===== config.mk =====
export PLATFORM = sky130hd
export DESIGN_NAME = eth_frame_loop_script_ram
export DESIGN_NICKNAME = d
export VERILOG_FILES = /design/src/logic/eth_frame_loop_pkg.sv /design/src/logic/eth_frame_loop_script_ram.sv
export SDC_FILE = /design/constraint.sdc
export NUM_CORES = 2
export LEC_CHECK = 0
export BUFFER_PORTS_ARGS = -buffer_cell sky130_fd_sc_hd__buf_2
export CAP_MARGIN = 5
export CORE_AREA = 8 8 592 594
export CTS_CLUSTER_SIZE = 8
export DETAILED_ROUTE_END_ITERATION = 6
export DIE_AREA = 0 0 600 602
export GPL_ROUTABILITY_DRIVEN = 1
export PLACE_DENSITY = 0.56
export SETUP_SLACK_MARGIN = 0.05
export SYNTH_ARGS = -nofsm -noshare
export SYNTH_HDL_FRONTEND = slang
export SYNTH_SLANG_ARGS = --single-unit
export TNS_END_PERCENT = 50

===== constraint.sdc =====
create_clock -name clk -period 3 [get_ports clk]
set_input_delay 0.3 -clock clk [delete_from_list [all_inputs] [get_ports clk]]
set_output_delay 0.3 -clock clk [all_outputs]
set_load 0.05 [all_outputs]

===== src/logic/eth_frame_loop_pkg.sv =====
package eth_frame_loop_pkg;

	// One frame byte
	typedef logic [7:0] byte_t;

	// Script entry for one byte position of a script
	typedef logic [31:0] script_word_t;

	localparam int CMP_MASK_LSB = 24;
	localparam int CMP_VALUE_LSB = 16;
	localparam int EDIT_MASK_LSB = 8;
	localparam int EDIT_VALUE_LSB = 0;

	// Dropped frame counter
	typedef logic [31:0] count_t;

	// Result stage FSM
	typedef enum logic [1:0] {
		idle,
		fetch,
		stream
	} tx_state_t;

endpackage


===== src/logic/eth_frame_loop_script_ram.sv =====
`timescale 1ns/1ps

module eth_frame_loop_script_ram #(
	parameter int C_NUM_SCRIPTS = 4,
	parameter int C_MAX_SCRIPT_SIZE = 16,
	localparam int C_ADDR_W = $clog2(C_NUM_SCRIPTS * C_MAX_SCRIPT_SIZE),
	localparam int C_IDX_W = C_MAX_SCRIPT_SIZE > 1 ? $clog2(C_MAX_SCRIPT_SIZE) : 1
) (
	input logic clk,
	input logic arst_n,

	input logic mem_req,
	input logic [C_ADDR_W-1:0] mem_addr,
	input logic mem_wenable,
	input eth_frame_loop_pkg::script_word_t mem_wdata,
	output eth_frame_loop_pkg::script_word_t mem_rdata,
	output logic mem_ack,

	input logic [C_IDX_W-1:0] rd_a_addr,
	output eth_frame_loop_pkg::script_word_t [C_NUM_SCRIPTS-1:0] rd_a_data,

	input logic [C_ADDR_W-1:0] rd_b_addr,
	output eth_frame_loop_pkg::script_word_t rd_b_data
);
	localparam int C_DEPTH = C_NUM_SCRIPTS * C_MAX_SCRIPT_SIZE;

	eth_frame_loop_pkg::script_word_t mem [C_DEPTH];

	// Cleared array matches every frame and edits nothing
	always_ff @(posedge clk or negedge arst_n) begin
		if (!arst_n) begin
			for (int i = 0; i < C_DEPTH; i++) begin
				mem[i] <= '0;
			end
			mem_ack <= 1'b0;
		end else begin
			mem_ack <= mem_req;
			if (mem_req && mem_wenable) begin
				mem[mem_addr] <= mem_wdata;
			end
		end
	end

	always_ff @(posedge clk) begin
		if (mem_req) begin
			mem_rdata <= mem[mem_addr];
		end
		// Same offset of every script
		for (int s = 0; s < C_NUM_SCRIPTS; s++) begin
			rd_a_data[s] <= mem[s * C_MAX_SCRIPT_SIZE + int'(rd_a_addr)];
		end
		rd_b_data <= mem[rd_b_addr];
	end

endmodule


==> out/metrics.yaml <==
cells_and_area:
  instances_no_fill: 14200
  layout.nets: 9369
  area_delta_synth_final_pct: 18.8
  fin_util_pct: 45.0
  fillCellCount: 30400
  stdcell_area_um2: 153000
  drive_above_1_share_pct: 54.6
worst_setup_path:
  critPathArrivalTime_ns: 3.38
  cp-end-kind: "register"
  critPathTopFamily: "compound AO/OA/AOI/OAI gates"
  r2r-end: "mem_rdata[18]$_DFFE_PP_"
  crit_required_ns: 3.67
  crit_path_top_delay_cell: "or4_1"
  crit_chain: "mux2_2 -> a22oi_1 -> nor2_1 -> a221oi_1 -> buf_4 -> o22ai_1 -> or4_1"
  crit_fanout: 4
  worst-path-buf-inv: 1
  max_stage_delay_ns: 0.58
  ff2ff_path_depth: 7
  path_class: "register to register"
  reg2reg_slack_ns: 0.29
  reg2reg_from: "mem[466]$_DFFE_PN0P_"
  startpoint_type: "register"
power:
  p_leak_nw: 66.2
  ir_worst_vdd_mv: 0.478
  p_per_area_nw_per_um2: 560
global_route:
  grt_pass1_vias: 97900
  antenna_found_initial: 73
  grt_pass1_wl_um: 829000
  grt-ovfl-total: 0
  track_usage_pct: 32.4
  grt_start_max_net_pins: 109
yosys:
  syn_area_per_cell_um2: 14.7
  syn_nets: 8809
  synth.cell_area_um2: 129000
  ys_ff_latch: 2241
  ys.flop_type: "dfrtp_1"
  ys_seq_area_share_pct: 43.0
  yosysMostFrequentCell: "mux2_2"
  netlist_instances: 8757
  synth_common_cells: "mux2_2, dfrtp_1, mux4_2, clkbuf_1, mux2i_1"
  synth_largest_area_cell: "dfrtp_1"
  ys_async_sr_fraction_pct: 91.4
  synth_edf_count: 32
  ys_types: 72
  synth.area.top_cells: "dfrtp_1, mux4_2, mux2_2"
  synth_top_area_share_pct: 39.7
  yosysWarnings: 0
clock_tree:
  clk_pin_slew_ns: 0.06
  postCtsSetupBuffers: 0
  htreeDepth: 5
  cts-root-buf: "clkbuf_16"
  cts.sinks: 2241
  ctsLongestPathBuffers: 4
  cts_tree: "yes"
  numCtsBuffers: 322
  clk_latency_ns: 0.95
sta:
  finalClockSkew_ns: 0.0476
  rsz0062_at_grt: "no"
  fmax_mhz: 370
  layout_min_cycle_time_ns: 2.71
  relSlewSlack_pct: 7.52
  fin_crit_sh_pct: 90.2
  finalSetupViolations: 0
  hold_viol: 0
  tightest_slew_ns: 1.39
  setup_tns_ns: 0
  drv_slew: 0
routing:
  drtIter0Drc: 13400
  antenna_left: 0
  vias: 97600
  wl_per_cell_um: 42.3
  viasPerCell: 6.90
  drc: 0
  wl_um: 599000
  drt-pass1-iter-count: 6
run:
  maxCapViolCount: 0
placement:
  globalplace.congestion: 0.965
  place_area_um2: 144000
  hpwl_um: 405000
  dp.cells: 13500
  io_buffers: 244
die:
  io_pins: 245
  rows: 215
  die_w_um: 600
  dieHeight_um: 602
  initial_utilization_pct: 37.8
  core_area_um2: 341000
  die-area_um2: 361000
run_status:
  status: "finished clean"
worst_hold_path:
  hold_start: "mem_wdata[30]"
  holdCritPathClass: "input port to register"
  whs_path_depth: 2
  hold_path_end: "mem[766]$_DFFE_PN0P_"
-- where the power goes --
group | switching (W) | total [W] | internal [W]
clock network | 0.0147 | 0.0351 | 0.0204
logic | 0.00821 | 0.0153 | 0.00707
registers | 0.00264 | 0.0355 | 0.0329
-- area by class of cell --
cell class | instances | area, um^2 | share of cell area (%)
Antenna cell | 71 | 178 | 0.116
Clock buffer | 505 | 8900 | 5.80
Clock inverter | 25 | 415 | 0.271
Inverter | 7 | 41.3 | 0.0269
Multi-Input combinational cell | 5488 | 69200 | 45.1
Sequential cell | 2241 | 55400 | 36.1
Tap cell | 4557 | 5700 | 3.72
Timing Repair Buffer | 1257 | 13500 | 8.78
-- cell families after synthesis --
| logic type | after synthesis | synth area share [%] |
|---|---|---|
| AOI/OAI and AO/OA | 1048 | 5.84 |
| and+or+nand+nor | 517 | 1.88 |
| muxes | 3923 | 45.5 |
| buffers and inverters | 1028 | 3.85 |
| DFF | 2241 | 43.0 |
-- placed cells by master, fill, tap and decap left out, types with 165 or more instances in the layout --
master and count:
mux2_2 2144, dfrtp_1 2049, mux4_2 1332, buf_4 651, mux2i_1 392, buf_12 361
clkbuf_16 329, a221oi_1 256, buf_2 230, clkbuf_1 175, o21ai_0 172, nor2_1 165
-- metrics by stage --
stage	power (W)	hold slack, ns	worst slack, ns
3_5_place_dp	0.0509	0.452	-0.236
5_1_grt	0.0884	0.0244	0.249
6_report	0.0858	0.0458	0.295
4_1_cts	0.0860	0.0107	0.310
3_3_place_gp	0.0506	0.447	-0.403
2_1_floorplan	0.0442	0.00441	0.581
-- sequential cells by signal (all words and copies together) (netlist names) --
name,count
mem,2048
mem_ack,1
mem_rdata,32
rd_a_data,128
rd_b_data,32
-- worst reg2reg max path, cell delays in order, from the launching register on --
cell      delay, ns
dfrtp_1        0.41
mux2_2         0.28
a22oi_1        0.15
nor2_1         0.08
a221oi_1       0.53
buf_4          0.21
o22ai_1        0.19
or4_1          0.58
-- metal layers --
metal / part of all wire, % / up-vias / global-route usage, %
met5: 0.043 / - / 0
met2: 43 / 7339 / 46.4
met1: 37 / 52000 / 41.1
met3: 12 / 2080 / 10.1
li1: - / 36100 / -
met4: 9.0 / 38 / 24.2
-- timing repair --
action / 4_1_cts / 5_1_grt
setup endpoints to repair: 0 / 0
hold endpoints to repair: 136 / 0
gates resized for setup: 0 / 0
hold buffers: 4 / 0
-- worst max path at each step --
stage	start	to	slack (ns)	cells after the start
after floorplan	mem_addr[2]	mem_rdata[9]$_DFFE_PP_	0.58	9
after global placement	mem_addr[2]	mem_rdata[18]$_DFFE_PP_	-0.40	10
after detailed placement	rd_b_addr[0]	rd_b_data[17]$_DFF_P_	-0.24	8
after CTS	mem[370]$_DFFE_PN0P_	mem_rdata[18]$_DFFE_PP_	0.31	5
after global routing	mem[466]$_DFFE_PN0P_	mem_rdata[18]$_DFFE_PP_	0.25	7
final	mem[466]$_DFFE_PN0P_	mem_rdata[18]$_DFFE_PP_	0.29	7
(Power assumes the default switching activity.)
