$ cat config.mk
export PLATFORM = sky130hd
export DESIGN_NAME = eth_frame_loop_tx
export DESIGN_NICKNAME = d
export VERILOG_FILES = /design/src/logic/eth_frame_loop_pkg.sv /design/src/logic/eth_frame_loop_tx.sv
export SDC_FILE = /design/constraint.sdc
export NUM_CORES = 1
export LEC_CHECK = 0
export BUFFER_PORTS_ARGS = -buffer_cell sky130_fd_sc_hd__clkbuf_2
export CAP_MARGIN = 20
export CORE_ASPECT_RATIO = 1.25
export CORE_MARGIN = 5
export CORE_UTILIZATION = 45
export DETAILED_ROUTE_END_ITERATION = 7
export GPL_ROUTABILITY_DRIVEN = 0
export GPL_TIMING_DRIVEN = 0
export MAX_ROUTING_LAYER = met4
export PLACE_DENSITY = 0.77
export SYNTH_ARGS = -nofsm -noshare
export SYNTH_HDL_FRONTEND = slang
export SYNTH_SLANG_ARGS = --single-unit
$ cat constraint.sdc
create_clock -name clk -period 2.6 [get_ports clk]
set_input_delay 0.65 -clock clk [delete_from_list [all_inputs] [get_ports clk]]
set_output_delay 0.65 -clock clk [all_outputs]
set_load 0.02 [all_outputs]
$ cat src/logic/eth_frame_loop_pkg.sv
package eth_frame_loop_pkg;

	// One frame byte
	typedef logic [7:0] byte_t;

	// Script entry for one byte position of a script
	typedef logic [31:0] script_word_t;

	localparam int CMP_MASK_LSB = 24;
	localparam int CMP_VALUE_LSB = 16;
	localparam int EDIT_MASK_LSB = 8;
	localparam int EDIT_VALUE_LSB = 0;

	// Dropped frame counter
	typedef logic [31:0] count_t;

	// Result stage FSM
	typedef enum logic [1:0] {
		idle,
		fetch,
		stream
	} tx_state_t;

endpackage

$ cat src/logic/eth_frame_loop_tx.sv
`timescale 1ns/1ps

module eth_frame_loop_tx #(
	parameter int C_NUM_SCRIPTS = 4,
	parameter int C_MAX_SCRIPT_SIZE = 16,
	parameter int C_LOOP_FIFO_SIZE = 64,
	localparam int C_SCRIPT_W = C_NUM_SCRIPTS > 1 ? $clog2(C_NUM_SCRIPTS) : 1,
	localparam int C_PTR_W = $clog2(C_LOOP_FIFO_SIZE),
	localparam int C_LEN_W = C_PTR_W + 1,
	localparam int C_ADDR_W = $clog2(C_NUM_SCRIPTS * C_MAX_SCRIPT_SIZE),
	localparam int C_OFF_W = $clog2(C_MAX_SCRIPT_SIZE + 1)
) (
	input logic clk,
	input logic arst_n,

	input logic ctl_valid,
	input logic [C_LEN_W-1:0] ctl_len,
	input logic ctl_hit,
	input logic [C_SCRIPT_W-1:0] ctl_script,
	output logic ctl_pop,

	output logic [C_PTR_W-1:0] rd_addr,
	input eth_frame_loop_pkg::byte_t rd_data,
	output logic [C_ADDR_W-1:0] rd_b_addr,
	input eth_frame_loop_pkg::script_word_t rd_b_data,

	output eth_frame_loop_pkg::byte_t m_axis_tdata,
	output logic m_axis_tlast,
	output logic m_axis_tvalid,
	input logic m_axis_tready
);
	eth_frame_loop_pkg::tx_state_t state;
	logic [C_LEN_W-1:0] remaining;
	logic [C_OFF_W-1:0] off;
	logic hit_q;
	logic [C_SCRIPT_W-1:0] script_q;
	logic issue, edit_ok, pop;
	logic land, land_edit, land_last;
	eth_frame_loop_pkg::byte_t edit_mask, edit_value, land_byte;
	eth_frame_loop_pkg::byte_t buf_data [2];
	logic buf_last [2];
	logic buf_wr, buf_rd;
	logic [1:0] buf_cnt;

	assign edit_ok = hit_q && off < C_OFF_W'(C_MAX_SCRIPT_SIZE);
	assign pop = m_axis_tvalid && m_axis_tready;
	// Fetch only if a slot is free when the data lands
	assign issue = state == eth_frame_loop_pkg::fetch
		&& (int'(buf_cnt) + int'(land) - int'(pop)) < 2;
	assign ctl_pop = issue && remaining == C_LEN_W'(1);
	assign rd_b_addr = C_ADDR_W'(int'(script_q) * C_MAX_SCRIPT_SIZE
		+ (edit_ok ? int'(off) : 0));

	assign edit_mask = rd_b_data[eth_frame_loop_pkg::EDIT_MASK_LSB +: 8];
	assign edit_value = rd_b_data[eth_frame_loop_pkg::EDIT_VALUE_LSB +: 8];
	assign land_byte = land_edit ? ((rd_data & ~edit_mask) | (edit_value & edit_mask)) : rd_data;

	assign m_axis_tvalid = buf_cnt != 2'd0;
	assign m_axis_tdata = buf_data[buf_rd];
	assign m_axis_tlast = buf_last[buf_rd];

	always_ff @(posedge clk or negedge arst_n) begin
		if (!arst_n) begin
			state <= eth_frame_loop_pkg::idle;
			rd_addr <= '0;
			land <= 1'b0;
			buf_wr <= 1'b0;
			buf_rd <= 1'b0;
			buf_cnt <= '0;
		end else begin
			land <= issue;
			if (issue) begin
				rd_addr <= rd_addr + 1'b1;
			end
			case (state)
				eth_frame_loop_pkg::idle: if (ctl_valid) state <= eth_frame_loop_pkg::fetch;
				eth_frame_loop_pkg::fetch: if (ctl_pop) state <= eth_frame_loop_pkg::stream;
				// Wait for the last byte to land
				eth_frame_loop_pkg::stream: if (land && land_last) state <= eth_frame_loop_pkg::idle;
				default: state <= eth_frame_loop_pkg::idle;
			endcase
			if (land) begin
				buf_wr <= ~buf_wr;
			end
			if (pop) begin
				buf_rd <= ~buf_rd;
			end
			buf_cnt <= buf_cnt + 2'(land) - 2'(pop);
		end
	end

	always_ff @(posedge clk) begin
		if (state == eth_frame_loop_pkg::idle && ctl_valid) begin
			remaining <= ctl_len;
			off <= '0;
			hit_q <= ctl_hit;
			script_q <= ctl_script;
		end else if (issue) begin
			remaining <= remaining - 1'b1;
			if (off != C_OFF_W'(C_MAX_SCRIPT_SIZE)) begin
				off <= off + 1'b1;
			end
		end
		land_edit <= edit_ok;
		land_last <= remaining == C_LEN_W'(1);
		if (land) begin
			buf_data[buf_wr] <= land_byte;
			buf_last[buf_wr] <= land_last;
		end
	end

endmodule

==> metrics.yaml, run 1 <==
run_status: "complete, but fails checks"
violations: "negative setup slack"
cp_data_arrival_time_ns: 2.27
num_rows: 28
fmax_ghz: 0.342
area_growth_pct: 24.5
ys_seq_area_frac: 0.583
layout.nets: 320
fillCellCount: 432
dp_hpwl_mm: 3.08
drv_cap: 0
grt_antenna_before_repair: 0
synth.avg_cell_area_um2: 12.2
viasPerCell: 4.86
clk_root_buffer_cell: "clkbuf_8"
slowest_delay_ns: 0.45
clk_path_buf_depth: 2
fp.dieW_um: 73.1
holdWs_ns: 0.243
cts_buffers: 5
drt-initial-drc-count: 49
pre_cts_ws_ns: -0.492
gr-usage-all-layers: 0.136
path_cells: "buf_8 -> nand2_4 -> mux2i_1 -> ha_2 -> inv_2 -> fa_1 -> and3b_2 -> a32oi_4 -> nor2_4 -> buf_8"
slew_viol_final: 0
crit_type: "input port to output pin"
ir_worst_vdd_mv: 0.251
start_util: 0.467
crit_path_start_kind: "input port"
clk_pin_slew_ns: 0.08
cp.required_ns: 1.95
synthArstFlopShare: 0.271
critPathMaxFanout: 3
antenna_left: 0
fin_worst_skew_ns: 0.00290
hold_class: "input port to async pin"
coreArea_um2: 4800
cpMostUsedCell: "buf_8"
power.density_nw_per_um2: 453
syn-num-nets: 248
grt.overflow.total: 0
grt_pass1_vias: 1541
synth_top_cell_by_area: "edfxtp_1"
worst_slack_ns: -0.322
period_needed_ns: 2.92
synth_seq_cells: 48
die-area_um2: 6500
cts-htree-levels: 2
netlist.area_leader.share: 0.375
fp.dieH_um: 88.9
drc: 0
clock_latency_ns: 0.29
cts_tree: "yes"
io_buffers: 60
hold_violations: 0
worstSetupEndpointType: "output pin"
drt_first_pass_iters: 4
cts_hold_buffers: 0
drive_above_1_share: 0.393
ios: 77
routed_wl_mm: 4.09
synth-main-ff-cell: "edfxtp_1"
synth.top_cells.by_area: "edfxtp_1 38%, dfrtp_1 15%, mux2_2 9.1%"
clock-sinks: 48
diodes: 0
synthCells: 184
post-route-period-util: 1.12
grt_pass1_wl_mm: 6.54
grt_max_degree: 15
p_leak_nw: 1.29
synth-edff-count: 28
critical-path-slowest-cell: "fa_1"
final-setup-viol-count: 4
num_vias: 1541
rsz0062_at_grt: "yes"
ys_types: 33
syn_area_um2: 2240
slew_headroom: 0.475
tightest_slew_ns: 0.786
ys_warn_count: 0
wl_per_cell_um: 12.9
cell type report:
type	instances	area, um2	share of cell area
Inverter	12	45.0	0.0162
Clock inverter	3	13.8	0.00494
Tap cell	60	75.1	0.0269
Timing Repair Buffer	65	358	0.128
Clock buffer	5	68.8	0.0247
Sequential cell	48	1310	0.469
Multi-Input combinational cell	121	908	0.326
Buffer	3	11.3	0.00404
layer usage:
metal,vias to the layer above,part of all wire,track usage
met5,-,0,-
li1,778,-,-
met4,0,0.0061,0.0453
met1,722,0.40,0.140
met2,39,0.53,0.250
met3,2,0.060,0.0307
state kept, by name, summed over array words and instances (netlist names), 2 cells and up:
name,count
buf_cnt,2
buf_data,16
buf_last,2
off,5
rd_addr,6
remaining,7
script_q,2
state,2
placed cells by master, fill, tap and decap left out, drive strengths merged:
| master | count |
|---|---|
| a211o | 1 |
| a21boi | 1 |
| a21oi | 5 |
| a32oi | 1 |
| and2 | 5 |
| and3 | 1 |
| and3b | 1 |
| buf | 7 |
| clkbuf | 66 |
| clkinv | 3 |
| conb | 1 |
| dfrtp | 13 |
| dfxtp | 7 |
| edfxtp | 28 |
| fa | 1 |
| ha | 9 |
| inv | 12 |
| mux2 | 18 |
| mux2i | 3 |
| nand2 | 27 |
| nand3 | 1 |
| nand3b | 1 |
| nand4 | 4 |
| nor2 | 9 |
| nor2b | 2 |
| nor3 | 2 |
| nor4 | 1 |
| nor4b | 1 |
| o21ai | 8 |
| o31ai | 1 |
| or2 | 1 |
| or3 | 1 |
| or4 | 1 |
| xnor2 | 10 |
| xor2 | 4 |
worst max-delay path, delay by kind of cell:
kind                     cells  cell delay [ns]
buffers and inverters        3             0.25
AND/OR/NAND/NOR              3             0.34
AO/OA/AOI/OAI                1             0.22
multiplexers                 1             0.15
adder cells (fa/ha/maj)      2             0.66
power by group:
group	leakage, nW	switching [W]	total [W]	internal [W]
registers	0.509	0	0.000803	0.000803
clock network	0.0453	0.000229	0.000412	0.000183
logic	0.733	0.0000185	0.0000482	0.0000297
total	1.29	0.000247	0.00126	0.00102
path summary, 6_finish.rpt:
kind / startpoint / end / slack (ns) / depth (start not counted)
worst min-delay path: arst_n / rd_addr[4] / 0.24 / 1
max in group asynchronous: arst_n / buf_cnt[1] / 2.09 / 1
min in group clk: land_last / buf_last[0] / 0.47 / 0
worst min register to register: land_last / buf_last[0] / 0.47 / 0
worst max-delay path: m_axis_tready / ctl_pop / -0.32 / 10
worst max register to register: buf_cnt[1] / off[1] / -0.06 / 11
Yosys cell counts, drive strengths merged, types with 2 or more instances:
cell type and n:
dfxtp 7, nand4 4, and2 5, dfrtp 13, a21oi 5, mux2 18
inv 12, nor2 9, o21ai 8, nor2b 2, edfxtp 28, xor2 4
xnor2 10, clkbuf 3, ha 9, nand2 27, nor3 2, mux2i 3
logic make-up (layout without fill, tap and decap cells):
group,Yosys count,after routing,share of synthesized area
other cells,1,1,0.00167
fa+ha+maj,10,10,0.0592
compound gates,17,17,0.0475
flops,48,48,0.583
xor+xnor,14,14,0.0547
simple gates,58,58,0.125
buf+inv,15,88,0.0251
mux,21,21,0.104
timing repair:
item | 4_1_cts | 5_1_grt
resized for setup | 8 | 3
pin swaps | 2 | 4
endpoints found under the setup margin | 9 | 18
buffers inserted | 3 | 2
through the flow:
step / instance area [um2] / power (W) / cells / utilization / setup TNS [ns]
final: 2790 / 0.00126 / 317 / 0.581 / -0.482
after global routing: 2790 / 0.00133 / 317 / 0.581 / -1.61
after detailed placement: 2630 / 0.000867 / 304 / 0.549 / -4.24
after CTS: 2770 / 0.00128 / 315 / 0.576 / -0.790
after floorplan: 2260 / 0.000834 / 184 / - / -0.132
after global placement: 2630 / 0.000866 / 304 / 0.549 / -4.08
Power figures use the tool's default switching activity.
==> run 2, diff against run 1 <==
Settings changed: CORE_ASPECT_RATIO 1.25 to default.
==> metrics.yaml, run 2 (same netlist as run 1, synthesis figures left out) <==
largest_reg_flops: 16  # unchanged
num_vias: 1519  # was 1541
drv_cap: 0  # unchanged
hold_class: "input port to async pin"  # unchanged
fin_worst_skew_ns: 0.00546  # was 0.00290 ns
reg_top3: "buf_data x16, remaining x7, rd_addr x6"  # unchanged
grt_pass1_wl_mm: 6.55  # was 6.54 mm
layoutNonFillerInstCount: 321  # was 317
viasPerCell: 4.73  # was 4.86
largest-register: "buf_data"  # unchanged
dp_cells: 311  # was 304
grt_pass1_vias: 1510  # was 1541
clock-sinks: 48  # unchanged
worst_slack_ns: -0.299  # was -0.322 ns
slew_viol_final: 0  # unchanged
clk_path_buf_depth: 2  # unchanged
fp.dieH_um: 80.5  # was 88.9 um
p_leak_nw: 1.26  # was 1.29 nW
ir_worst_vdd_mv: 0.282  # was 0.251 mV
antenna_left: 0  # unchanged
cts_buffers: 5  # unchanged
grt_antenna_before_repair: 0  # unchanged
crit_path_start_kind: "input port"  # unchanged
crit_type: "input port to output pin"  # unchanged
worstSetupEndpointType: "output pin"  # unchanged
design_power_total_w: 0.00128  # was 0.00126 W
drive_above_1_share: 0.382  # was 0.393
final-setup-viol-count: 1  # was 4
cp_data_arrival_time_ns: 2.25  # was 2.27 ns
drc: 0  # unchanged
start_util: 0.468  # was 0.467
critPathMaxFanout: 3  # unchanged
cts_hold_buffers: 0  # unchanged
drt_first_pass_iters: 4  # unchanged
grt_max_degree: 15  # unchanged
num_rows: 25  # was 28
rsz0062_at_grt: "yes"  # unchanged
clk_pin_slew_ns: 0.08  # about the same
diodes: 0  # unchanged
routed_wl_mm: 4.20  # was 4.09 mm
gr-usage-all-layers: 0.136  # about the same
die-area_um2: 6490  # was 6500 um2
setup_tns_ns: -0.299  # was -0.482 ns
violations: "negative setup slack"  # unchanged
layout_common_cells: "58 x clkbuf_2, 28 x edfxtp_1, 25 x nand2_1"  # unchanged
clock_latency_ns: 0.30  # was 0.29 ns
cts-htree-levels: 2  # unchanged
grt.overflow.total: 0  # unchanged
run_status: "complete, but fails checks"  # unchanged
layout_commonest_cell: "clkbuf_2"  # unchanged
period_needed_ns: 2.90  # was 2.92 ns
power.density_nw_per_um2: 461  # was 453 nW/um2
tightest_slew_ns: 0.805  # was 0.786 ns
stdcell_area_um2: 2770  # was 2790 um2
area_growth_pct: 23.5  # was 24.5%
post-route-period-util: 1.12  # about the same
cp.required_ns: 1.95  # about the same
place_area_um2: 2640  # was 2630 um2
ios: 77  # unchanged
clk_root_buffer_cell: "clkbuf_8"  # unchanged
fmax_ghz: 0.345  # was 0.342 GHz
hold_violations: 0  # unchanged
dp_hpwl_mm: 3.21  # was 3.08 mm
drt-initial-drc-count: 57  # was 49
wl_per_cell_um: 13.1  # was 12.9 um
coreArea_um2: 4790  # was 4800 um2
fp.dieW_um: 80.5  # was 73.1 um
io_buffers: 60  # unchanged
holdWs_ns: 0.238  # was 0.243 ns
slew_headroom: 0.462  # was 0.475
layout.nets: 317  # was 320
cts_tree: "yes"  # unchanged
run 2: report_power, final:
part | internal, W | switching, W | total, W
registers | 0.000803 | 0 | 0.000803
logic | 0.0000295 | 0.0000196 | 0.0000491
clock network | 0.000189 | 0.000234 | 0.000423
run 2: worst paths after layout:
kind	from	to	slack, ns	cells after the start
max	m_axis_tready	ctl_pop	-0.30	10
min	arst_n	buf_cnt[0]	0.24	1
max reg2reg	buf_cnt[1]	off[2]	0.11	10
min reg2reg	land_last	buf_last[0]	0.46	0
max in group asynchronous	arst_n	buf_cnt[1]	2.09	1
min in group clk	land_last	buf_last[0]	0.46	0
run 2: layout make-up:
| type | count | area (um2) |
|---|---|---|
| buffer | 3 | 11.3 |
| clock buffer | 7 | 76.3 |
| clock inverter | 1 | 5.00 |
| fill | 409 | 2020 |
| inverter | 12 | 45.0 |
| multi-input combinational | 121 | 903 |
| sequential | 48 | 1310 |
| tap | 67 | 83.8 |
| timing repair buffer | 62 | 334 |
run 2: what timing repair did:
item	CTS	global route
buffers inserted	2	0
gates resized for setup	7	2
setup endpoints to repair	10	16
pin swaps	2	3
run 2: critical path, stage by stage:
cell      delay (ns)
clkbuf_8        0.10
nand2_2         0.05
mux2i_1         0.13
ha_2            0.21
inv_2           0.04
fa_1            0.45
and3b_2         0.23
a32oi_4         0.21
nor2_4          0.05
buf_8           0.13
run 2: stage by stage:
stage	util	worst slack, ns
2_1_floorplan	-	-0.132
3_3_place_gp	0.552	-0.494
3_5_place_dp	0.552	-0.509
4_1_cts	0.577	-0.384
5_1_grt	0.578	-0.412
6_report	0.578	-0.299
run 2: layer usage:
| metal | global-route usage | share of wire | routed length, um |
|---|---|---|---|
| met5 | - | 0 | 0 |
| met4 | 0.0405 | 0.011 | 46 |
| met3 | 0.0370 | 0.059 | 249 |
| met2 | 0.225 | 0.48 | 2000 |
| met1 | 0.162 | 0.45 | 1900 |
