### src/logic/eth_frame_loop_pkg.sv
package eth_frame_loop_pkg;

	// One frame byte
	typedef logic [7:0] byte_t;

	// Script entry for one byte position of a script
	typedef logic [31:0] script_word_t;

	localparam int CMP_MASK_LSB = 24;
	localparam int CMP_VALUE_LSB = 16;
	localparam int EDIT_MASK_LSB = 8;
	localparam int EDIT_VALUE_LSB = 0;

	// Dropped frame counter
	typedef logic [31:0] count_t;

	// Result stage FSM
	typedef enum logic [1:0] {
		idle,
		fetch,
		stream
	} tx_state_t;

endpackage

### src/logic/eth_frame_loop_if.sv
`timescale 1ns/1ps

interface eth_frame_loop_if #(
	parameter int C_NUM_SCRIPTS = 4,
	parameter int C_MAX_SCRIPT_SIZE = 16
);
	localparam int C_OFF_W = $clog2(C_MAX_SCRIPT_SIZE + 1);
	localparam int C_SCRIPT_W = C_NUM_SCRIPTS > 1 ? $clog2(C_NUM_SCRIPTS) : 1;

	eth_frame_loop_pkg::byte_t tdata;
	logic tuser;
	logic tlast;
	logic tvalid;
	// Saturates at the script size
	logic [C_OFF_W-1:0] offset;
	// Valid on the last beat only
	logic hit;
	logic [C_SCRIPT_W-1:0] hit_script;

	modport src(output tdata, tuser, tlast, tvalid, offset, hit, hit_script);

	modport dst(input tdata, tuser, tlast, tvalid, offset, hit, hit_script);

endinterface

### src/logic/eth_frame_loop_rx.sv
`timescale 1ns/1ps

module eth_frame_loop_rx #(
	parameter int C_MAX_SCRIPT_SIZE = 16,
	localparam int C_OFF_W = $clog2(C_MAX_SCRIPT_SIZE + 1),
	localparam int C_IDX_W = C_MAX_SCRIPT_SIZE > 1 ? $clog2(C_MAX_SCRIPT_SIZE) : 1
) (
	input logic clk,
	input logic arst_n,

	input eth_frame_loop_pkg::byte_t s_axis_tdata,
	input logic s_axis_tuser,
	input logic s_axis_tlast,
	input logic s_axis_tvalid,

	output logic [C_IDX_W-1:0] rd_a_addr,

	eth_frame_loop_if.src cmp
);
	logic [C_OFF_W-1:0] offset;

	// Word arrives together with the registered beat
	// Beyond the script end the word is never checked
	assign rd_a_addr = (offset < C_OFF_W'(C_MAX_SCRIPT_SIZE)) ? C_IDX_W'(offset) : '0;

	// Match result comes from the compare stage
	assign cmp.hit = 1'b0;
	assign cmp.hit_script = '0;

	always_ff @(posedge clk or negedge arst_n) begin
		if (!arst_n) begin
			offset <= '0;
			cmp.tvalid <= 1'b0;
		end else begin
			cmp.tvalid <= s_axis_tvalid;
			if (s_axis_tvalid) begin
				if (s_axis_tlast) begin
					offset <= '0;
				end else if (offset != C_OFF_W'(C_MAX_SCRIPT_SIZE)) begin
					offset <= offset + 1'b1;
				end
			end
		end
	end

	always_ff @(posedge clk) begin
		cmp.tdata <= s_axis_tdata;
		cmp.tuser <= s_axis_tuser;
		cmp.tlast <= s_axis_tlast;
		cmp.offset <= offset;
	end

endmodule

### src/flat_wrapper.sv
// flat-port wrapper written by rule: the top's interface ports become plain ports
module eth_frame_loop_rx_flat 
#(
	parameter int C_MAX_SCRIPT_SIZE = 16,
	localparam int C_OFF_W = $clog2(C_MAX_SCRIPT_SIZE + 1),
	localparam int C_IDX_W = C_MAX_SCRIPT_SIZE > 1 ? $clog2(C_MAX_SCRIPT_SIZE) : 1
)
  (clk, arst_n, s_axis_tdata, s_axis_tuser, s_axis_tlast, s_axis_tvalid, rd_a_addr, cmp_tdata, cmp_tuser, cmp_tlast, cmp_tvalid, cmp_offset, cmp_hit, cmp_hit_script);
  eth_frame_loop_if #(.C_MAX_SCRIPT_SIZE(C_MAX_SCRIPT_SIZE)) cmp_i ();
  input logic clk;
  input logic arst_n;
  input eth_frame_loop_pkg::byte_t s_axis_tdata;
  input logic s_axis_tuser;
  input logic s_axis_tlast;
  input logic s_axis_tvalid;
  output logic [C_IDX_W-1:0] rd_a_addr;
  output wire logic [$bits(cmp_i.tdata)-1:0] cmp_tdata;
  output wire logic [$bits(cmp_i.tuser)-1:0] cmp_tuser;
  output wire logic [$bits(cmp_i.tlast)-1:0] cmp_tlast;
  output wire logic [$bits(cmp_i.tvalid)-1:0] cmp_tvalid;
  output wire logic [$bits(cmp_i.offset)-1:0] cmp_offset;
  output wire logic [$bits(cmp_i.hit)-1:0] cmp_hit;
  output wire logic [$bits(cmp_i.hit_script)-1:0] cmp_hit_script;
  assign cmp_tdata = cmp_i.tdata;
  assign cmp_tuser = cmp_i.tuser;
  assign cmp_tlast = cmp_i.tlast;
  assign cmp_tvalid = cmp_i.tvalid;
  assign cmp_offset = cmp_i.offset;
  assign cmp_hit = cmp_i.hit;
  assign cmp_hit_script = cmp_i.hit_script;
  eth_frame_loop_rx #(.C_MAX_SCRIPT_SIZE(C_MAX_SCRIPT_SIZE)) u_core (.clk(clk), .arst_n(arst_n), .s_axis_tdata(s_axis_tdata), .s_axis_tuser(s_axis_tuser), .s_axis_tlast(s_axis_tlast), .s_axis_tvalid(s_axis_tvalid), .rd_a_addr(rd_a_addr), .cmp(cmp_i));
endmodule
### config.mk
export PLATFORM = sky130hd
export DESIGN_NAME = eth_frame_loop_rx_flat
export DESIGN_NICKNAME = d
export VERILOG_FILES = /design/src/logic/eth_frame_loop_pkg.sv /design/src/logic/eth_frame_loop_if.sv /design/src/logic/eth_frame_loop_rx.sv /design/src/flat_wrapper.sv
export SDC_FILE = /design/constraint.sdc
export NUM_CORES = 1
export LEC_CHECK = 0
export ABC_CLOCK_PERIOD_IN_PS = 1300
export BUFFER_PORTS_ARGS = -buffer_cell sky130_fd_sc_hd__clkbuf_2
export CORE_MARGIN = 2
export CORE_UTILIZATION = 40
export CTS_BUF_LIST = sky130_fd_sc_hd__clkbuf_4
export CTS_CLUSTER_DIAMETER = 150
export DETAILED_ROUTE_END_ITERATION = 6
export PLACE_DENSITY_LB_ADDON = 0.1
export SYNTH_ARGS = -nofsm -noshare
export SYNTH_HDL_FRONTEND = slang
export SYNTH_SLANG_ARGS = --single-unit
### constraint.sdc
create_clock -name clk -period 1.3 [get_ports clk]
set_clock_uncertainty 0.1 [all_clocks]
set_input_delay 0.13 -clock clk [delete_from_list [all_inputs] [get_ports clk]]
set_output_delay 0.13 -clock clk [all_outputs]
set_load 0.01 [all_outputs]
==> impl_metrics.env, run 1 <==
export IMPL_seqPwrFrac_pct=53.1
export IMPL_grt_ovfl_total=0
export IMPL_placed_area_um2=857.1
export IMPL_crit_cells=3
export IMPL_slowest_delay_ns=0.42
export IMPL_p_int_mw=1.001
export IMPL_cp_cell_sequence="buf_6 -> and2b_1 -> buf_2"
export IMPL_muxShareOfSynthArea_pct=1.701
export IMPL_drive_above_1_share_pct=50.91
export IMPL_final_max_slew_viol_count=0
export IMPL_switching_share_pct=26.78
export IMPL_rsz0062_at_grt="true"
export IMPL_drt_wirelength_per_cell_um=13.33
export IMPL_synth_seq_cells=21
export IMPL_wirelength_mm=1.679
export IMPL_setup_ws_ns=-0.03967
export IMPL_clkSlewWorstSetupHoldPaths_ns=0.11
export IMPL_hold_ws_ns=0.07836
export IMPL_max_freq_mhz=746.5
export IMPL_cp_top_family="flip-flops"
export IMPL_hold_viol_final=0
export IMPL_p_comb_share_pct=24.2
export IMPL_clock_power_share_pct=22.7
export IMPL_power_mw=1.368
export IMPL_first_pass_iters=4
export IMPL_placed_cells=103
export IMPL_synth_area_um2=661.9
export IMPL_met2_usage_pct=35.07
export IMPL_leakagePower_nw=0.5586
export IMPL_port_buffers=32
export IMPL_numCtsBuffers=3
export IMPL_gp_congestion=0.7532
export IMPL_ant_nets=0
export IMPL_tritoncts="built"
export IMPL_final_setup_viol_count=5
export IMPL_yosys_warnings=0
export IMPL_synth_xor_area_share_pct=0
export IMPL_vias_per_cell=4.722
export IMPL_drc=0
export IMPL_grtUsageMet3_pct=4.490
export IMPL_clockBufferDepth=2
export IMPL_grt_busiest_layer="met2"
export IMPL_worstSetupEndpointType="primary output"
export IMPL_drv_cap=0
export IMPL_drt_iter0_markers=7
export IMPL_n_antenna_cell=0
export IMPL_seq_area_frac_synth_pct=68.05
export IMPL_min_path_type="primary input to async pin"
export IMPL_failed_checks="setup timing"
export IMPL_critPathBufInv=2
export IMPL_start_util_pct=43.43
export IMPL_layout_cells_non_filler=126
export IMPL_synth_compound_area_share_pct=11.15
export IMPL_yosys_area_share_adder_pct=3.781
export IMPL_root_buffer="clkbuf_4"
export IMPL_status="finished, violations left"
export IMPL_groute_usage_overall_pct=19.78
export IMPL_synthToLayoutAreaGrowth_pct=64.65
export IMPL_place_hpwl_um=977.7
export IMPL_dieArea_um2=1996
export IMPL_grt_antenna_before_repair=0
export IMPL_grt_max_degree=13
export IMPL_criticalPathCategory="register to primary output"
export IMPL_synth_top_family_by_area="compound AO/OA/AOI/OAI gates"
export IMPL_avgSynthCellArea_um2=12.73
export IMPL_clk_latency_ns=0.30
export IMPL_pin_count=36
export IMPL_netlist_cell_type_count=20
export IMPL_fp_row_count=14
export IMPL_period_share_pct=103.1
export IMPL_grt_pass1_vias=584
export IMPL_reg2reg_depth=3
export IMPL_vias=595
export IMPL_setup_worst_path_start_class="register"
export IMPL_die_h_um=44.68
export IMPL_worst_path_max_fanout=2
export IMPL_power_switching_mw=0.3662
export IMPL_core_um2=1524
export IMPL_pre_cts_slack_ns=-0.02017
export IMPL_ir_drop_uv=802.0
export IMPL_cp_data_arrival_time_ns=1.11
export IMPL_power_density_nw_per_um2=1255
export IMPL_grt_met1_usage_pct=22.14
export IMPL_syn_inst=52
export IMPL_final_nets=126
export IMPL_crit_required_ns=1.07
export IMPL_die_x_um=44.68
export IMPL_final_min_clock_period_ns=1.340
export IMPL_slowest_stage="dfrtp_2"
export IMPL_htreeDepth=1
export IMPL_synthSimpleGateAreaFrac_pct=9.641
export IMPL_grt_pass1_wl_mm=2.739
export IMPL_clock_sinks=21
export IMPL_fin_area_um2=1090
## repair_timing
item,in CTS,in global routing
pin swaps,1,0
setup buffers,6,1
endpoints found under the setup margin,5,9
hold endpoints to repair,17,0
hold buffers,12,0
gates resized for setup,7,8
## path summary, 6_finish.rpt
check	startpoint	to	slack [ns]
setup reg to reg	u_core.offset[3]	u_core.offset[0]	0
min in group clk	u_core.offset[1]	u_core.cmp.offset[1]	0.35
max in group asynchronous	arst_n	u_core.offset[4]	0.84
hold / removal	arst_n	u_core.offset[1]	0.08
setup / recovery	u_core.offset[3]	rd_a_addr[3]	-0.04
hold reg to reg	u_core.offset[1]	u_core.cmp.offset[1]	0.35
## cells in the mapped netlist, drive strengths merged
| cell type | n | area [µm²] |
|---|---|---|
| dfxtp | 15 | 300.3 |
| dfrtp | 6 | 150.1 |
| buf | 3 | 22.52 |
| inv | 3 | 11.26 |
| nor2 | 3 | 11.26 |
| a22o | 2 | 17.52 |
| a31oi | 2 | 12.51 |
| and2b | 2 | 15.01 |
| ha | 2 | 25.02 |
| nand3 | 2 | 10.01 |
| nor2b | 2 | 12.51 |
| o21ai | 2 | 10.01 |
| a221o | 1 | 10.01 |
| conb | 1 | 3.750 |
| mux2 | 1 | 11.26 |
| nand2 | 1 | 3.750 |
| nand2b | 1 | 6.260 |
| nor3 | 1 | 5.000 |
| o31ai | 1 | 7.510 |
| o41ai | 1 | 16.27 |
## layout by cell type (no fill, tap or decap), drive strengths merged, types with 3 or more instances in the layout
master	count
inv	3
buf	14
nor2	3
clkbuf	32
dlygate4sd3	12
dfxtp	15
dfrtp	6
conb	3
## flip-flops by register name, summed over array words and instances, names as in the netlist
name,flops
u_core.cmp.tdata,8
u_core.cmp.offset,5
u_core.offset,5
u_core.cmp.tlast,1
u_core.cmp.tuser,1
u_core.cmp.tvalid,1
## final cells by class
cell class              count  area, µm²
flip-flops and latches     21      454.2
fillers                   116      434.2
repair buffers             55      370.4
multi-input cells          27      206.4
clock buffers               3      22.52
well taps                  16      20.02
inverters                   3      11.26
clock inverters             1      5.005
## cells by family after synthesis
| group | Yosys count |
|---|---|
| other | 1 |
| multiplexers | 1 |
| buffers and inverters | 6 |
| AO/OA/AOI/OAI | 9 |
| AND/OR/NAND/NOR | 12 |
| flip-flops | 21 |
| adder cells (fa/ha/maj) | 2 |
## routing by layer
layer  vias to the layer above  part of all wire (%)  wire [µm]
met2                        25                    53        894
met5                         -                     0          0
li1                        288                     -          -
met1                       277                    38        636
met4                         0                   2.0         34
met3                         5                   6.8        114
## power by group through the flow
stage | registers, mW | logic, mW | clock network (mW)
2_1_floorplan | 0.770 | 0.0821 | 0
3_3_place_gp | 0.751 | 0.214 | 0
3_5_place_dp | 0.751 | 0.216 | 0
4_1_cts | 0.726 | 0.302 | 0.313
5_1_grt | 0.734 | 0.361 | 0.354
6_report | 0.727 | 0.331 | 0.310
## through the flow
step / util (%) / setup TNS (ns)
final: 71.51 / -0.1269
after detailed placement: 56.24 / -0.02017
after global placement: 56.24 / 0
after CTS: 69.95 / -0.07847
after floorplan: - / 0
after global routing: 71.51 / -0.5850
No activity file was read; power rests on OpenSTA's default activity.
==> run 2: changes to the inputs <==
CORE_UTILIZATION = 37   (was 40)
CTS_BUF_LIST = not set   (was sky130_fd_sc_hd__clkbuf_4)
==> run 2 against run 1 <==
Compared with the run above: worst hold slack better by 0.027 ns; cell count up 4.0%; fmax down 2.6%; flip-flop and latch count unchanged; count of clock-buffer cells in the layout up 1; clock power down 7.1%; the flow still finishes with violations (setup timing); combinational power down 13%; sequential power up 2.8%; sequential share of layout area down 0.095 points.
==> impl_metrics.env, run 2 (synthesis results as in run 1) <==
export IMPL_criticalPathCategory="register to register"
export IMPL_hold_viol_final=0
export IMPL_grt_pass1_vias=447
export IMPL_setup_worst_path_start_class="register"
export IMPL_largest_register="u_core.cmp.tdata"
export IMPL_min_path_type="primary input to async pin"
export IMPL_synthToLayoutAreaGrowth_pct=65.03
export IMPL_clkSlewWorstSetupHoldPaths_ns=0.10
export IMPL_final_cell_mix="clkbuf_2 (30), dfxtp_1 (15), dlygate4sd3_1 (12)"
export IMPL_wirelength_mm=1.459
export IMPL_leakagePower_nw=0.5413
export IMPL_largest_registers="u_core.cmp.tdata (8), u_core.cmp.offset (5), u_core.offset (5)"
export IMPL_gp_congestion=0.7892
export IMPL_first_pass_iters=4
export IMPL_drive_above_1_share_pct=50.00
export IMPL_grt_max_degree=12
export IMPL_failed_checks="setup timing"
export IMPL_final_nets=122
export IMPL_pin_count=36
export IMPL_final_setup_viol_count=5
export IMPL_layout_cells_non_filler=131
export IMPL_vias_per_cell=4.260
export IMPL_drv_cap=0
export IMPL_power_density_nw_per_um2=1212
export IMPL_core_um2=1708
export IMPL_r2r_slack_ns=-0.08
export IMPL_final_min_clock_period_ns=1.375
export IMPL_start_util_pct=38.75
export IMPL_place_hpwl_um=863.7
export IMPL_tritoncts="built"
export IMPL_slowest_stage="dfrtp_1"
export IMPL_dieArea_um2=2143
export IMPL_ant_nets=0
export IMPL_clock_sinks=21
export IMPL_n_antenna_cell=0
export IMPL_rsz0062_at_grt="true"
export IMPL_htreeDepth=1
export IMPL_groute_usage_overall_pct=13.25
export IMPL_largest_reg_flops=8
export IMPL_die_h_um=46.30
export IMPL_grt_ovfl_total=0
export IMPL_hold_ws_ns=0.1057
export IMPL_vias=558
export IMPL_period_share_pct=105.8
export IMPL_clockBufferDepth=2
export IMPL_root_buffer="clkbuf_4"
export IMPL_placed_cells=109
export IMPL_drt_iter0_markers=4
export IMPL_numCtsBuffers=3
export IMPL_ir_drop_uv=547.7
export IMPL_reg2reg_depth=5
export IMPL_final_max_slew_viol_count=0
export IMPL_status="finished, violations left"
export IMPL_clk_latency_ns=0.28
export IMPL_drc=0
export IMPL_drt_wirelength_per_cell_um=11.14
export IMPL_max_freq_mhz=727.2
export IMPL_worstSetupEndpointType="register"
export IMPL_cp_data_arrival_time_ns=1.51
export IMPL_crit_required_ns=1.43
export IMPL_cp_cell_sequence="inv_2 -> ha_4 -> nand2_4 -> o41ai_4 -> mux2_4"
export IMPL_port_buffers=32
export IMPL_r2r_start="u_core.offset[1]"
export IMPL_grt_antenna_before_repair=0
export IMPL_final_common_cell="clkbuf_2"
export IMPL_die_x_um=46.30
export IMPL_worst_path_max_fanout=4
export IMPL_grt_pass1_wl_mm=1.952
export IMPL_slowest_delay_ns=0.43
export IMPL_fp_row_count=15
export IMPL_setup_ws_ns=-0.07523
export IMPL_r2r_end="u_core.offset[0]"
-- run 2: through the flow --
| step | total power, mW | utilization (%) | worst slack [ns] | area (µm²) | setup TNS, ns |
|---|---|---|---|---|---|
| finish | 1.324 | 63.96 | -0.07523 | 1092 | -0.2458 |
| global route | 1.406 | 63.96 | -0.1305 | 1092 | -0.6474 |
| CTS | 1.281 | 59.41 | -0.04102 | 1015 | -0.1262 |
| detailed placement | 0.9447 | 49.52 | -0.04341 | 845.8 | -0.06341 |
| global placement | 0.9413 | 49.52 | 0.003965 | 845.8 | 0 |
| floorplan | 0.8522 | - | 0.05287 | 669.4 | 0 |
-- run 2: worst max path at each step --
stage | slack, ns | end | start | cells after the start
after floorplan | 0.05 | u_core.offset[0] | u_core.offset[0] | 5
after global placement | 0.004 | u_core.offset[0] | u_core.offset[1] | 5
after detailed placement | -0.04 | u_core.offset[0] | u_core.offset[1] | 5
after CTS | -0.04 | u_core.offset[0] | u_core.offset[1] | 5
after global routing | -0.13 | rd_a_addr[1] | u_core.offset[1] | 4
final | -0.08 | u_core.offset[0] | u_core.offset[1] | 5
-- run 2: critical path, delay by kind of cell (launching register included) --
kind | cells | cell delay, ns
and+or+nand+nor | 1 | 0.05
muxes | 1 | 0.19
AOI/OAI and AO/OA | 1 | 0.30
DFF | 1 | 0.43
adders and majority gates | 1 | 0.15
buffers and inverters | 1 | 0.10
-- run 2: layer usage --
metal | up-vias | GRT usage [%] | routed length, µm
li1 | 279 | - | -
met1 | 253 | 15.98 | 618
met2 | 24 | 20.83 | 731
met3 | 2 | 3.137 | 89
met4 | 0 | 8.571 | 19
met5 | - | 0 | 0
-- run 2: area by class of cell --
| type | instances | area (µm²) |
|---|---|---|
| clock buffer | 4 | 26.28 |
| fill | 147 | 615.6 |
| inverter | 3 | 11.26 |
| multi-input combinational | 27 | 235.2 |
| sequential | 21 | 454.2 |
| tap | 25 | 31.28 |
| timing repair buffer | 51 | 334.1 |
-- run 2: timing repair --
item / in CTS / in global routing
hold buffers: 12 / 0
pin swaps: 1 / 4
gates resized for setup: 4 / 14
endpoints found under the hold margin: 17 / 0
buffers inserted: 2 / 6
endpoints found under the setup margin: 4 / 7
-- run 2: power breakdown --
group	switching, mW	total [mW]	internal (mW)
Sequential	0.0445	0.747	0.703
Clock	0.170	0.288	0.119
Combinational	0.131	0.288	0.158
==> run 3: changes to the inputs <==
ABC_AREA = 1   (was not set)
CORE_ASPECT_RATIO = 1.4   (was not set)
CORE_UTILIZATION = 38   (was 37)
==> run 3 against run 2 <==
Compared with the run above: the run now ends clean; flip-flop and latch count unchanged; worst hold slack worse by 0.024 ns; final area down 1.5%; sequential share of layout area up 0.74 points; worst setup slack better by 0.12 ns; largest cell class unchanged; power down 8.1%; global-route usage down 0.31 points; highest routed layer unchanged; fmax up 9.8%; first-iteration DRC count down 25%; via count up 5.6%; critical path type unchanged.
==> impl_metrics.env, run 3 <==
export IMPL_max_freq_mhz=798.1
export IMPL_seq_area_frac_synth_pct=64.63
export IMPL_largest_reg_flops=8
export IMPL_clock_power_share_pct=24.5
export IMPL_grt_pass1_vias=475
export IMPL_regArea_um2=455.4
export IMPL_synth_area_um2=696.9
export IMPL_worstSetupEndpointType="register"
export IMPL_async_flop_share_pct=28.57
export IMPL_n_antenna_cell=0
export IMPL_drt_wirelength_per_cell_um=10.06
export IMPL_min_path_type="primary input to async pin"
export IMPL_ant_nets=0
export IMPL_setup_worst_path_start_class="register"
export IMPL_reg2reg_depth=6
export IMPL_netlist_cell_type_count=17
export IMPL_status="complete, no violations"
export IMPL_die_h_um=54.67
export IMPL_setup_ws_ns=0.04700
export IMPL_power_mw=1.217
export IMPL_r2r_start="u_core.offset[0]"
export IMPL_numCtsBuffers=3
export IMPL_core_um2=1757
export IMPL_final_cell_mix="clkbuf_2 (29), dfxtp_1 (15), dlygate4sd3_1 (12)"
export IMPL_clock_sinks=21
export IMPL_ir_drop_uv=566.8
export IMPL_leakagePower_nw=0.5429
export IMPL_synth_top_flop_cell="dfxtp_1"
export IMPL_gp_congestion=0.7538
export IMPL_final_nets=135
export IMPL_grt_antenna_before_repair=0
export IMPL_period_share_pct=96.38
export IMPL_final_setup_viol_count=0
export IMPL_power_density_nw_per_um2=1131
export IMPL_yosys_area_top_type="dfxtp_1"
export IMPL_syn_inst=66
export IMPL_seqPwrFrac_pct=58.4
export IMPL_htreeDepth=1
export IMPL_clkSlewWorstSetupHoldPaths_ns=0.11
export IMPL_groute_usage_overall_pct=12.94
export IMPL_final_max_slew_viol_count=0
export IMPL_r2r_end="u_core.offset[4]"
export IMPL_drc=0
export IMPL_crit_required_ns=1.38
export IMPL_criticalPathCategory="register to register"
export IMPL_multi_input_area_um2=198.9
export IMPL_power_switching_mw=0.2999
export IMPL_clk_latency_ns=0.29
export IMPL_synth_area_top_cells="dfxtp_1 (43%), dfrtp_1 (22%), nand2_1 (5.4%)"
export IMPL_p_int_mw=0.9176
export IMPL_avgSynthCellArea_um2=10.56
export IMPL_vias=589
export IMPL_p_comb_share_pct=17.0
export IMPL_grt_max_degree=12
export IMPL_dieArea_um2=2197
export IMPL_synth_most_common_cell="dfxtp_1"
export IMPL_r2r_slack_ns=0.05
export IMPL_cp_data_arrival_time_ns=1.33
export IMPL_place_hpwl_um=886
export IMPL_synthToLayoutAreaGrowth_pct=54.40
export IMPL_start_util_pct=39.67
export IMPL_root_buffer="clkbuf_4"
export IMPL_hold_viol_final=0
export IMPL_yosys_warnings=0
export IMPL_synth_edff_count=0
export IMPL_final_min_clock_period_ns=1.253
export IMPL_pin_count=36
export IMPL_final_common_cell="clkbuf_2"
export IMPL_pre_cts_slack_ns=0.01478
export IMPL_synth_top_cell_area_share_pct=43.09
export IMPL_largest_register="u_core.cmp.tdata"
export IMPL_switching_share_pct=24.63
export IMPL_first_pass_iters=4
export IMPL_drv_cap=0
export IMPL_clockBufferDepth=2
export IMPL_synth_seq_cells=21
export IMPL_grt_ovfl_total=0
export IMPL_largest_registers="u_core.cmp.tdata (8), u_core.cmp.offset (5), u_core.offset (5)"
export IMPL_die_x_um=40.20
export IMPL_grt_pass1_wl_mm=1.863
export IMPL_vias_per_cell=4.237
export IMPL_port_buffers=32
export IMPL_fill_cells=173
export IMPL_wirelength_mm=1.398
export IMPL_worst_path_max_fanout=3
export IMPL_tritoncts="built"
export IMPL_drt_iter0_markers=3
export IMPL_synth_commonest_cells="dfxtp_1 (15), nand2_1 (10), inv_1 (7)"
export IMPL_drive_above_1_share_pct=47.90
export IMPL_fp_row_count=18
[run 3: metal layers]
layer	vias to the layer above	global-route usage [%]	share of wire, %
li1	303	-	-
met2	22	22.58	56
met4	0	10.00	1.4
met1	262	13.30	36
met5	-	0	0
met3	2	1.626	5.9
[run 3: worst max path at each step]
stage | startpoint | end | slack, ns
finish | u_core.offset[0] | u_core.offset[4] | 0.05
global route | u_core.offset[1] | u_core.offset[4] | -0.03
CTS | u_core.offset[1] | u_core.offset[2] | 0.009
detailed placement | u_core.offset[1] | u_core.offset[0] | 0.01
global placement | u_core.offset[1] | u_core.offset[2] | 0.03
floorplan | u_core.offset[0] | u_core.offset[0] | 0.09
[run 3: final cells by class]
cell class,count,area share [%]
flip-flops and latches,21,42.33
repair buffers,52,31.63
multi-input cells,34,18.49
inverters,8,2.791
clock buffers,4,2.442
well taps,20,2.326
[run 3: per-stage QoR]
step / instances / hold slack, ns / util [%] / cell area (µm²) / setup TNS (ns)
4_1_cts: 132 / 0.08020 / 57.05 / 1002 / 0
3_3_place_gp: 116 / -0.1314 / 48.50 / 852.1 / 0
6_report: 139 / 0.08119 / 61.25 / 1076 / 0
2_1_floorplan: 68 / -0.2656 / - / 704.4 / 0
3_5_place_dp: 116 / -0.1350 / 48.50 / 852.1 / 0
5_1_grt: 139 / 0.08040 / 61.25 / 1076 / -0.04838
[run 3: logic make-up after synthesis]
group,synth area share [%]
buffers and inverters,10.77
and+or+nand+nor,15.62
xor gates and xnor gates,1.257
AOI/OAI and AO/OA,3.590
other,0.5381
DFF,64.63
adders and majority gates,3.590
[run 3: worst max-delay path, cell delays in order, from the launching register on]
cell and delay [ns]:
dfrtp_1 0.43, buf_4 0.15, ha_2 0.20, nand3_1 0.08, nand2_1 0.05, nand2_1 0.06
o21ai_1 0.07
[run 3: power groups by stage]
stage	clock [mW]	sequential [mW]	combinational, mW
floorplan	0	0.736	0.0692
global placement	0	0.726	0.142
detailed placement	0	0.727	0.144
CTS	0.306	0.714	0.172
global route	0.340	0.718	0.231
finish	0.299	0.711	0.207
[run 3: repair_timing]
| action | in CTS | in global routing |
|---|---|---|
| endpoints found under the setup margin | 3 | 9 |
| endpoints found under the hold margin | 17 | 0 |
| resized for setup | 3 | 10 |
| buffers inserted | 0 | 7 |
| pin swaps | 0 | 4 |
| hold buffers | 12 | 0 |
